`config.mk`:
```
export PLATFORM = sky130hd
export DESIGN_NAME = mldsa_decompose_top
export DESIGN_NICKNAME = d
export VERILOG_FILES = /design/src/mldsa_params_pkg.sv /design/src/decompose_ctrl_pkg.sv /design/src/decompose_r1_lut.sv /design/src/decompose_r0_calc.sv /design/src/use_hint_adjust.sv /design/src/decompose_wb_regs.sv /design/src/mldsa_decompose_top.sv
export SDC_FILE = /design/constraint.sdc
export NUM_CORES = 1
export LEC_CHECK = 0
export BUFFER_PORTS_ARGS = -buffer_cell sky130_fd_sc_hd__buf_2
export CORE_AREA = 3 3 116 118
export DETAILED_ROUTE_END_ITERATION = 8
export DIE_AREA = 0 0 119 121
export MAX_ROUTING_LAYER = met4
export PLACE_DENSITY = 0.7
export SYNTH_ARGS = -nofsm -noshare
export SYNTH_HDL_FRONTEND = slang
export SYNTH_SLANG_ARGS = --single-unit
```
`constraint.sdc`:
```
create_clock -name clk -period 13.4 [get_ports clk]
set_input_delay 0.67 -clock clk [delete_from_list [all_inputs] [get_ports clk]]
set_output_delay 0.67 -clock clk [all_outputs]
set_load 0.005 [all_outputs]
```
`src/mldsa_params_pkg.sv`:
```
// ML-DSA decompose arithmetic constants and coefficient types
package mldsa_params_pkg;

    // ======================================================================
    // Field constants for the gamma2 = (q-1)/32 parameter set
    // ======================================================================

    // Prime modulus q of the ML-DSA ring
    localparam logic [22:0] MLDSA_Q = 23'd8380417;

    // Rounding half-range gamma2 = (q-1)/32
    localparam logic [18:0] MLDSA_GAMMA2 = 19'd261888;

    // Coefficient width, wide enough for any value below q
    localparam int REG_SIZE = 23;

    // Signed lowbits width, covers -gamma2 to +gamma2
    localparam int R0_W = 19;

    // Highbits width, 16 buckets for this parameter set
    localparam int R1_W = 4;

    // 2*gamma2 = 523776 = 2^19 - 2^9, used for the shift-and-add multiply
    localparam int GAMMA2X2_SHIFT_HI = 19;
    localparam int GAMMA2X2_SHIFT_LO = 9;

    // ======================================================================
    // Datapath types
    // ======================================================================

    typedef logic [REG_SIZE-1:0] coeff_t;
    typedef logic [R1_W-1:0] r1_t;
    typedef logic signed [R0_W-1:0] r0_t;

endpackage

```
`src/decompose_ctrl_pkg.sv`:
```
// Wishbone register map, opcode and FSM state types of the decompose front end
package decompose_ctrl_pkg;

    // ======================================================================
    // Bus geometry
    // ======================================================================

    // Word address width, eight register slots
    localparam int WB_ADR_W = 3;
    localparam int WB_DATA_W = 32;

    // ======================================================================
    // Register map, word indices
    // ======================================================================

    // Coefficient r, read/write, low 23 bits
    localparam logic [WB_ADR_W-1:0] ADDR_COEFF = 3'd0;
    // Hint bit, read/write, bit 0
    localparam logic [WB_ADR_W-1:0] ADDR_HINT = 3'd1;
    // Opcode and start, write-only, reads as zero
    localparam logic [WB_ADR_W-1:0] ADDR_CTRL = 3'd2;
    // Busy, done and corner flags, read-only
    localparam logic [WB_ADR_W-1:0] ADDR_STATUS = 3'd3;
    // Captured highbits, read-only
    localparam logic [WB_ADR_W-1:0] ADDR_R1 = 3'd4;
    // Captured lowbits, sign-extended, read-only
    localparam logic [WB_ADR_W-1:0] ADDR_R0 = 3'd5;

    // Bit positions inside CTRL and STATUS
    localparam int CTRL_OP_BIT = 0;
    localparam int CTRL_START_BIT = 4;
    localparam int STATUS_BUSY_BIT = 0;
    localparam int STATUS_DONE_BIT = 1;
    localparam int STATUS_CORNER_BIT = 2;

    // Operation selected by CTRL bit 0
    typedef enum logic {
        OP_DECOMPOSE = 1'b0,
        OP_USE_HINT  = 1'b1
    } decomp_op_e;

    // Operation sequencing states
    typedef enum logic [1:0] {
        ST_IDLE    = 2'd0,
        ST_CALC    = 2'd1,
        ST_CAPTURE = 2'd2
    } ctrl_state_e;

endpackage

```
`src/decompose_r1_lut.sv`:
```
// Highbits lookup that maps coefficient r to r1 and flags the corner range
`timescale 1ns/1ps

module decompose_r1_lut #(
    parameter int REG_SIZE = mldsa_params_pkg::REG_SIZE
) (
    input  logic [REG_SIZE-1:0] r,
    output logic [3:0]          r1,
    // High when r lies above 31*gamma2 and wraps to r1 = 0
    output logic                r_corner,
    output logic                z_nez
);

    // ======================================================================
    // Threshold search
    // ======================================================================

    // Bucket i covers ((2i-1)*gamma2, (2i+1)*gamma2], so bound i is the
    // odd multiple (2i+1)*gamma2 and r1 is the first bound not exceeded
    function automatic logic [31:0] bound(input int idx);
        logic [31:0] g2;
        g2 = 32'(mldsa_params_pkg::MLDSA_GAMMA2);
        return (2 * idx + 1) * g2;
    endfunction

    // Walking downward leaves the smallest matching index in r1
    // If no bound holds, r sits in the corner range above 31*gamma2
    always_comb begin
        r1 = 4'd0;
        r_corner = 1'b1;
        for (int i = 15; i >= 0; i--) begin
            if (32'(r) <= bound(i)) begin
                r1 = 4'(i);
                r_corner = 1'b0;
            end
        end
    end

    // Nonzero highbits indicator, useful to downstream packing logic
    assign z_nez = (r1 != 4'd0);

endmodule

```
`src/decompose_r0_calc.sv`:
```
// Centered lowbits calculator r0 = r - r1*2*gamma2, or r - q in the corner range
`timescale 1ns/1ps

module decompose_r0_calc (
    input  mldsa_params_pkg::coeff_t r,
    input  mldsa_params_pkg::r1_t    r1,
    input  logic                     r_corner,
    output mldsa_params_pkg::r0_t    r0
);

    // One guard bit above the coefficient width holds the signed difference
    localparam int DIFF_W = mldsa_params_pkg::REG_SIZE + 1;

    logic [DIFF_W-1:0]        r_ext;
    logic [DIFF_W-1:0]        r1_prod;
    logic [DIFF_W-1:0]        sub_val;
    logic signed [DIFF_W-1:0] diff;

    // ======================================================================
    // Shift-and-add multiply by 2*gamma2
    // ======================================================================

    // 523776 = 2^19 - 2^9, so the product is two shifts and one subtract
    // The largest product, 15*523776, still fits below 2^23
    always_comb begin
        r_ext = DIFF_W'(r);
        r1_prod = (DIFF_W'(r1) << mldsa_params_pkg::GAMMA2X2_SHIFT_HI)
                - (DIFF_W'(r1) << mldsa_params_pkg::GAMMA2X2_SHIFT_LO);
    end

    // ======================================================================
    // Centering subtract
    // ======================================================================

    // In the corner range r1 was forced to zero, and subtracting q moves r
    // into -gamma2 .. -1 instead
    always_comb begin
        sub_val = r_corner ? DIFF_W'(mldsa_params_pkg::MLDSA_Q) : r1_prod;
        diff = $signed(r_ext - sub_val);
    end

    // The centered result always fits in R0_W signed bits, top bits drop
    assign r0 = diff[mldsa_params_pkg::R0_W-1:0];

    // Range guard across the LUT and this block together, since a wrong
    // bucket from the LUT would push r0 outside the centered window
    always_comb begin
        assert final (int'(r0) <= int'(mldsa_params_pkg::MLDSA_GAMMA2) &&
                      int'(r0) >= -int'(mldsa_params_pkg::MLDSA_GAMMA2))
            else $error("r0 outside +/- gamma2");
    end

endmodule

```
`src/use_hint_adjust.sv`:
```
// UseHint rule that moves r1 one bucket up or down, modulo 16
`timescale 1ns/1ps

module use_hint_adjust (
    input  mldsa_params_pkg::r1_t r1,
    input  mldsa_params_pkg::r0_t r0,
    input  logic                  hint,
    output mldsa_params_pkg::r1_t r1_hint
);

    // Neighbouring buckets, the 4-bit width gives the mod-16 wrap for free
    mldsa_params_pkg::r1_t r1_up;
    mldsa_params_pkg::r1_t r1_down;

    // Positive lowbits means r sits in the upper half of its bucket
    logic r0_pos;

    always_comb begin
        r1_up = r1 + 4'd1;
        r1_down = r1 - 4'd1;
        r0_pos = (r0 > 0);
    end

    // ======================================================================
    // Hint selection
    // ======================================================================

    // Without a hint the decompose result stands unchanged
    // With a hint, r0 > 0 steps up and r0 <= 0 steps down
    always_comb begin
        if (!hint) begin
            r1_hint = r1;
        end else if (r0_pos) begin
            r1_hint = r1_up;
        end else begin
            r1_hint = r1_down;
        end
    end

endmodule

```
`src/decompose_wb_regs.sv`:
```
// Wishbone classic slave with operand registers, operation FSM and result capture
`timescale 1ns/1ps

module decompose_wb_regs (
    input  logic                                       clk,
    input  logic                                       rst_n,
    input  logic                                       wb_cyc,
    input  logic                                       wb_stb,
    input  logic                                       wb_we,
    input  logic [decompose_ctrl_pkg::WB_ADR_W-1:0]    wb_adr,
    input  logic [decompose_ctrl_pkg::WB_DATA_W-1:0]   wb_wdata,
    output logic [decompose_ctrl_pkg::WB_DATA_W-1:0]   wb_rdata,
    output logic                                       wb_ack,
    output mldsa_params_pkg::coeff_t                   coeff,
    output logic                                       hint,
    input  mldsa_params_pkg::r1_t                      r1,
    input  mldsa_params_pkg::r1_t                      r1_hint,
    input  mldsa_params_pkg::r0_t                      r0,
    input  logic                                       r_corner
);

    localparam int DW = decompose_ctrl_pkg::WB_DATA_W;
    localparam int CW = mldsa_params_pkg::REG_SIZE;
    localparam int R0W = mldsa_params_pkg::R0_W;

    logic                            wb_req;
    logic                            wr_en;
    logic                            wr_coeff;
    logic                            wr_hint;
    logic                            wr_ctrl;
    logic                            start_req;
    logic                            capture;
    logic                            busy;
    logic                            done;
    logic [DW-1:0]                   rd_word;
    mldsa_params_pkg::coeff_t        coeff_q;
    logic                            hint_q;
    decompose_ctrl_pkg::decomp_op_e  op_q;
    decompose_ctrl_pkg::ctrl_state_e state_q;
    decompose_ctrl_pkg::ctrl_state_e state_d;
    mldsa_params_pkg::r1_t           res_r1;
    mldsa_params_pkg::r0_t           res_r0;
    logic                            res_corner;

    // ======================================================================
    // Bus decode
    // ======================================================================

    // A new request is one not already being acknowledged, so back-to-back
    // strobes complete every other cycle
    assign wb_req = wb_cyc && wb_stb && !wb_ack;
    assign wr_en = wb_req && wb_we;
    assign wr_coeff = wr_en && (wb_adr == decompose_ctrl_pkg::ADDR_COEFF);
    assign wr_hint = wr_en && (wb_adr == decompose_ctrl_pkg::ADDR_HINT);
    assign wr_ctrl = wr_en && (wb_adr == decompose_ctrl_pkg::ADDR_CTRL);

    // Start only counts while idle, a start during an operation is dropped
    assign start_req = wr_ctrl && wb_wdata[decompose_ctrl_pkg::CTRL_START_BIT]
                    && (state_q == decompose_ctrl_pkg::ST_IDLE);
    assign busy = (state_q != decompose_ctrl_pkg::ST_IDLE);
    assign capture = (state_q == decompose_ctrl_pkg::ST_CAPTURE);

    // Read mux, CTRL and unmapped slots return zero
    always_comb begin
        rd_word = '0;
        case (wb_adr)
            decompose_ctrl_pkg::ADDR_COEFF: rd_word[CW-1:0] = coeff_q;
            decompose_ctrl_pkg::ADDR_HINT:  rd_word[0] = hint_q;
            decompose_ctrl_pkg::ADDR_STATUS: begin
                rd_word[decompose_ctrl_pkg::STATUS_BUSY_BIT] = busy;
                rd_word[decompose_ctrl_pkg::STATUS_DONE_BIT] = done;
                rd_word[decompose_ctrl_pkg::STATUS_CORNER_BIT] = res_corner;
            end
            decompose_ctrl_pkg::ADDR_R1: rd_word[3:0] = res_r1;
            decompose_ctrl_pkg::ADDR_R0: rd_word = {{(DW-R0W){res_r0[R0W-1]}}, res_r0};
            default: rd_word = '0;
        endcase
    end

    // Ack and read data share the request edge, so rdata is stable with ack
    always_ff @(posedge clk or negedge rst_n) begin
        if (!rst_n) begin
            wb_ack <= 1'b0;
            wb_rdata <= '0;
        end else begin
            wb_ack <= wb_req;
            if (wb_req && !wb_we) begin
                wb_rdata <= rd_word;
            end
        end
    end

    // ======================================================================
    // Operand registers
    // ======================================================================

    // Writes land on the same edge that raises ack
    // The opcode only changes while no operation is running
    always_ff @(posedge clk or negedge rst_n) begin
        if (!rst_n) begin
            coeff_q <= '0;
            hint_q <= 1'b0;
            op_q <= decompose_ctrl_pkg::OP_DECOMPOSE;
        end else begin
            if (wr_coeff) coeff_q <= wb_wdata[CW-1:0];
            if (wr_hint) hint_q <= wb_wdata[0];
            if (wr_ctrl && !busy) begin
                op_q <= decompose_ctrl_pkg::decomp_op_e'(
                            wb_wdata[decompose_ctrl_pkg::CTRL_OP_BIT]);
            end
        end
    end

    assign coeff = coeff_q;
    assign hint = hint_q;

    // ======================================================================
    // Operation FSM
    // ======================================================================

    // IDLE -> CALC on start, CALC gives the operand path a settle cycle,
    // CAPTURE stores the results and returns to IDLE
    always_comb begin
        state_d = state_q;
        case (state_q)
            decompose_ctrl_pkg::ST_IDLE:    if (start_req) state_d = decompose_ctrl_pkg::ST_CALC;
            decompose_ctrl_pkg::ST_CALC:    state_d = decompose_ctrl_pkg::ST_CAPTURE;
            decompose_ctrl_pkg::ST_CAPTURE: state_d = decompose_ctrl_pkg::ST_IDLE;
            default:                        state_d = decompose_ctrl_pkg::ST_IDLE;
        endcase
    end

    // Done clears on a new start or a new operand, and is set at capture
    always_ff @(posedge clk or negedge rst_n) begin
        if (!rst_n) begin
            state_q <= decompose_ctrl_pkg::ST_IDLE;
            done <= 1'b0;
        end else begin
            state_q <= state_d;
            if (capture) begin
                done <= 1'b1;
            end else if (start_req || wr_coeff || wr_hint) begin
                done <= 1'b0;
            end
        end
    end

    // Result capture, r1 source chosen by the latched opcode
    always_ff @(posedge clk or negedge rst_n) begin
        if (!rst_n) begin
            res_r1 <= '0;
            res_r0 <= '0;
            res_corner <= 1'b0;
        end else if (capture) begin
            res_r1 <= (op_q == decompose_ctrl_pkg::OP_USE_HINT) ? r1_hint : r1;
            res_r0 <= r0;
            res_corner <= r_corner;
        end
    end

    // ======================================================================
    // Protocol and sequencing checks
    // ======================================================================

    // Ack answers a strobe seen on the previous edge
    assert property (@(posedge clk) disable iff (!rst_n)
        wb_ack |-> $past(wb_cyc && wb_stb));

    // Ack is a single-cycle pulse
    assert property (@(posedge clk) disable iff (!rst_n)
        wb_ack |=> !wb_ack);

    // An operation in flight never reports a stale done
    assert property (@(posedge clk) disable iff (!rst_n)
        !(busy && done));

endmodule

```
`src/mldsa_decompose_top.sv`:
```
// ML-DSA decompose accelerator top, Wishbone registers around the combinational datapath
`timescale 1ns/1ps

module mldsa_decompose_top (
    input  logic                                     clk,
    input  logic                                     rst_n,
    input  logic                                     wb_cyc,
    input  logic                                     wb_stb,
    input  logic                                     wb_we,
    input  logic [decompose_ctrl_pkg::WB_ADR_W-1:0]  wb_adr,
    input  logic [decompose_ctrl_pkg::WB_DATA_W-1:0] wb_wdata,
    output logic [decompose_ctrl_pkg::WB_DATA_W-1:0] wb_rdata,
    output logic                                     wb_ack
);

    // Operands from the register block
    mldsa_params_pkg::coeff_t coeff;
    logic                     hint;

    // Datapath results, sampled by the register block at capture
    mldsa_params_pkg::r1_t    r1;
    mldsa_params_pkg::r1_t    r1_hint;
    mldsa_params_pkg::r0_t    r0;
    logic                     r_corner;

    // ======================================================================
    // Bus side
    // ======================================================================

    decompose_wb_regs u_regs (
        .clk      (clk),
        .rst_n    (rst_n),
        .wb_cyc   (wb_cyc),
        .wb_stb   (wb_stb),
        .wb_we    (wb_we),
        .wb_adr   (wb_adr),
        .wb_wdata (wb_wdata),
        .wb_rdata (wb_rdata),
        .wb_ack   (wb_ack),
        .coeff    (coeff),
        .hint     (hint),
        .r1       (r1),
        .r1_hint  (r1_hint),
        .r0       (r0),
        .r_corner (r_corner)
    );

    // ======================================================================
    // Datapath
    // ======================================================================

    // The nonzero indicator has no consumer in this design
    decompose_r1_lut #(
        .REG_SIZE (mldsa_params_pkg::REG_SIZE)
    ) u_r1_lut (
        .r        (coeff),
        .r1       (r1),
        .r_corner (r_corner),
        .z_nez    ()
    );

    decompose_r0_calc u_r0_calc (
        .r        (coeff),
        .r1       (r1),
        .r_corner (r_corner),
        .r0       (r0)
    );

    use_hint_adjust u_hint (
        .r1      (r1),
        .r0      (r0),
        .hint    (hint),
        .r1_hint (r1_hint)
    );

endmodule

```
==> results.md <==
- Across every metal layer, demand over resource in global routing totals 19.57%.
- The first global-routing pass estimated 21.88 mm of wire.
- The setup path with the least slack is of type flop to flop.
- Setup repair after global routing left no endpoint under its margin.
- The clock skew is 0.009272 ns.
- The detailed router placed 4360 vias in this run.
- STA classifies the critical path startpoint as a flop.
- The fmax is 149.0 MHz.
- The core region is 12570 um2.
- The height of the die is 121 um.
- The first TritonRoute pass finished after 5 iterations.
- The period utilization is 50.08%.
- The pin count of the biggest net entering global routing is 78.
- TritonCTS built the clock tree.
- The library cell used most frequently in the layout, excluding fill and tap cells, is sky130_fd_sc_hd__dfrtp_1.
- The post-layout instance area is 5644 um2.
- Setup violations remaining at the end of the flow were counted as 0.
- For this block, the initial DRC count from the detailed router was 413.
- Gates resized during post-CTS repair numbered 0.
- The post-route minimum period is 6.710 ns.
- The total number of clock tree sinks is 77.
- In the layout the commonest cells are sky130_fd_sc_hd__dfrtp_1, sky130_fd_sc_hd__nand2_1, sky130_fd_sc_hd__buf_2.
- For the worst setup path, the data arrival time is 6.97 ns.
- The die is 119 um wide.
- In the routed design, unresolved DRC markers number 0.
- The initial antenna violation count was 0.
- In this design, the largest share of critical-path delay is due to compound AO/OA/AOI/OAI gates.
- The clock transition at the registers of the reported paths is 0.05 ns.
- For this design the ratio of total power to cell area is 172.4 nW/um2.
- The combined buffer and inverter count along the critical path is 1.
- Using the TritonRoute via totals, the vias-per-cell ratio works out to 5.640.
- The via count of the first global-routing pass is 4264.
- The total I/O pin count is 73.
- During placement, the flow inserted port buffers numbering 63.
- The setup TNS after final layout is 0 ns.
- After the last flow step, the layout net total stands at 653.
- The layout overhead on the synthesized area is 12.94%.
- Clock tree synthesis selected as its root buffer the cell sky130_fd_sc_hd__clkbuf_16.
- The number of buffers added for setup after CTS is 0.
- The smallest setup slack after layout is 6.690 ns.
- The area of the die is 14400 um2.
- STA classifies the critical path endpoint as a flop.
- For this run, the number of Yosys warnings is 0.
- The sequential element share of the synthesized area is 38.56%.
- The total overflow reported by the global router is 0.
- Clock tree synthesis inserted a total of 9 buffers.
- The largest fanout of any net on the critical path is 17.
- The initialized floorplan defines 41 standard-cell rows.
- The initial core utilization is 39.76%.
- By area the synthesized netlist is led by sky130_fd_sc_hd__dfrtp_1, sky130_fd_sc_hd__mux2_2, sky130_fd_sc_hd__a21oi_1.
- Once detailed placement completed, the half-perimeter wirelength came to 9.361 mm.
- The run finished with clean final reports.
- The cell area after synthesis is 4997 um2.
- The insertion delay to the later sink of the worst-skew pair is 0.34 ns.
- The number of antenna diodes in the final layout is 0.
- The delay of the slowest cell on the worst path is 0.77 ns.
- The buffer depth of the longest clock path is 2.
- The net count after synthesis is 625.
- The final layout contains routed wiring with a total length of 13.03 mm.
- The most used flip-flop cell after synthesis is sky130_fd_sc_hd__dfrtp_1.
- For the pin with the worst max-slew slack, the measured transition is 1.259 ns.
- The synthesis-stage register bit count is 77.
- The post-synthesis cell type count is 76.
- The final hold violation count is 0.
- The number of instances in the synthesized netlist is 570.
- The number of enable flip-flop cells after synthesis is 0.
- The final count of pins violating max slew is 0.
- A synthesized cell averages 8.767 um2.
- Before CTS, the worst setup slack after placement is 6.769 ns.
- Once detail routing completed, the nets flagged for antenna violations numbered 0.
- The leakage power figure is 2.484 nW.
- On the critical path, the stage with the largest delay is an instance of sky130_fd_sc_hd__dfrtp_1.
- Max-cap violations in this run came to 0.
- For this design, the CTS-stage hold fixing added 0 buffers.
- The congestion estimate from routability-driven global placement came to 0.8591.
- The area share of the largest cell type after synthesis is 38.56%.
- The number of H-tree branching levels is 3.
- The total cell area at the placement stage is 5308 um2.
- The type of the worst min-delay path is flop to flop.
- The worst supply voltage drop on vdd is 0.00007143 V.
- At the worst endpoint, the required time is 13.65 ns.
- The average wire per cell in the routed design is 16.85 um.
- In the final layout, the share of cells above drive strength 1 is 21.63%.
- The largest total area in the synthesized netlist belongs to sky130_fd_sc_hd__dfrtp_1.
- The worst pin sits at a relative slew slack of 16.06%.
- Counting flops with an async set or reset pin after synthesis yields a share of 100.0%.
-- worst min-delay path: cells and delay by family (launching register included) --
family	cells	cell delay, ns
flops	1	0.34
simple gates	2	0.10
-- sequential cells by signal, summed over array words and instances, names as in the netlist --
name               flops
u_regs.wb_rdata       24
u_regs.coeff          23
u_regs.res_r0         19
u_regs.res_r1          4
u_regs.state_q         2
u_regs.done            1
u_regs.hint            1
u_regs.op_q            1
u_regs.res_corner      1
u_regs.wb_ack          1
-- cells by family after synthesis --
logic type | share of synthesized area, %
and+or+nand+nor | 20.93
AOI/OAI and AO/OA | 21.03
DFF | 38.56
buffers and inverters | 5.784
muxes | 6.460
xor gates and xnor gates | 3.330
adders and majority gates | 3.906
-- synthesized netlist by cell type, drive strengths merged (3+ instances only) --
library cell / count
nor4: 3
nor2: 56
a21o: 6
a31oi: 8
nand2: 68
inv: 11
o31ai: 5
nand2b: 6
o21ai: 41
xor2: 4
nor2b: 6
nand3: 9
or3: 4
o21a: 5
and2: 5
nor3: 19
o211ai: 3
and3: 4
nand4: 8
or2: 5
a22oi: 15
mux2i: 3
buf: 19
o41ai: 3
mux2: 26
ha: 14
xnor2: 15
clkbuf: 29
dfrtp: 77
a21oi: 56
-- path summary, 6_finish.rpt --
| kind | startpoint | to | slack, ns | depth (start not counted) |
|---|---|---|---|---|
| hold / removal | u_regs.res_r0[16] | u_regs.res_r0[16] | 0.47 | 2 |
| min in group asynchronous | rst_n | u_regs.hint | 0.49 | 1 |
| max in group asynchronous | rst_n | u_regs.coeff[13] | 12.29 | 1 |
| setup reg to reg | u_regs.coeff[8] | u_regs.res_r1[3] | 6.69 | 27 |
| setup / recovery | u_regs.coeff[8] | u_regs.res_r1[3] | 6.69 | 27 |
| hold reg to reg | u_regs.res_r0[16] | u_regs.res_r0[16] | 0.47 | 2 |
-- power by group --
group          switching [mW]  leakage, nW  internal (mW)
sequential             0.0654        0.984          0.274
clock                  0.0910        0.161          0.185
combinational           0.202         1.34          0.156
total                   0.358         2.48          0.615
-- through the flow --
step           cells  util [%]  total power, mW  hold slack, ns
2_1_floorplan    570         -           0.6021          0.3744
3_3_place_gp     759     42.23           0.6806          0.4574
3_5_place_dp     759     42.23           0.6960          0.4651
4_1_cts          773     44.91           0.9767          0.4790
5_1_grt          773     44.91            1.044          0.4956
6_report         773     44.91           0.9730          0.4748
-- metal layers --
| layer | track usage (%) | wire, um |
|---|---|---|
| met4 | 8.110 | 272 |
| met2 | 29.35 | 5948 |
| met3 | 2.890 | 667 |
| met5 | - | 0 |
| met1 | 26.68 | 6136 |
-- layout make-up --
| class | instances | area [um2] |
|---|---|---|
| clock inverters | 4 | 97.59 |
| repair buffers | 65 | 332.8 |
| well taps | 172 | 215.2 |
| clock buffers | 10 | 239.0 |
| inverters | 11 | 41.29 |
| multi-input cells | 434 | 2791 |
| flip-flops and latches | 77 | 1927 |
| fillers | 1248 | 6924 |
(Power assumes the default switching activity.)
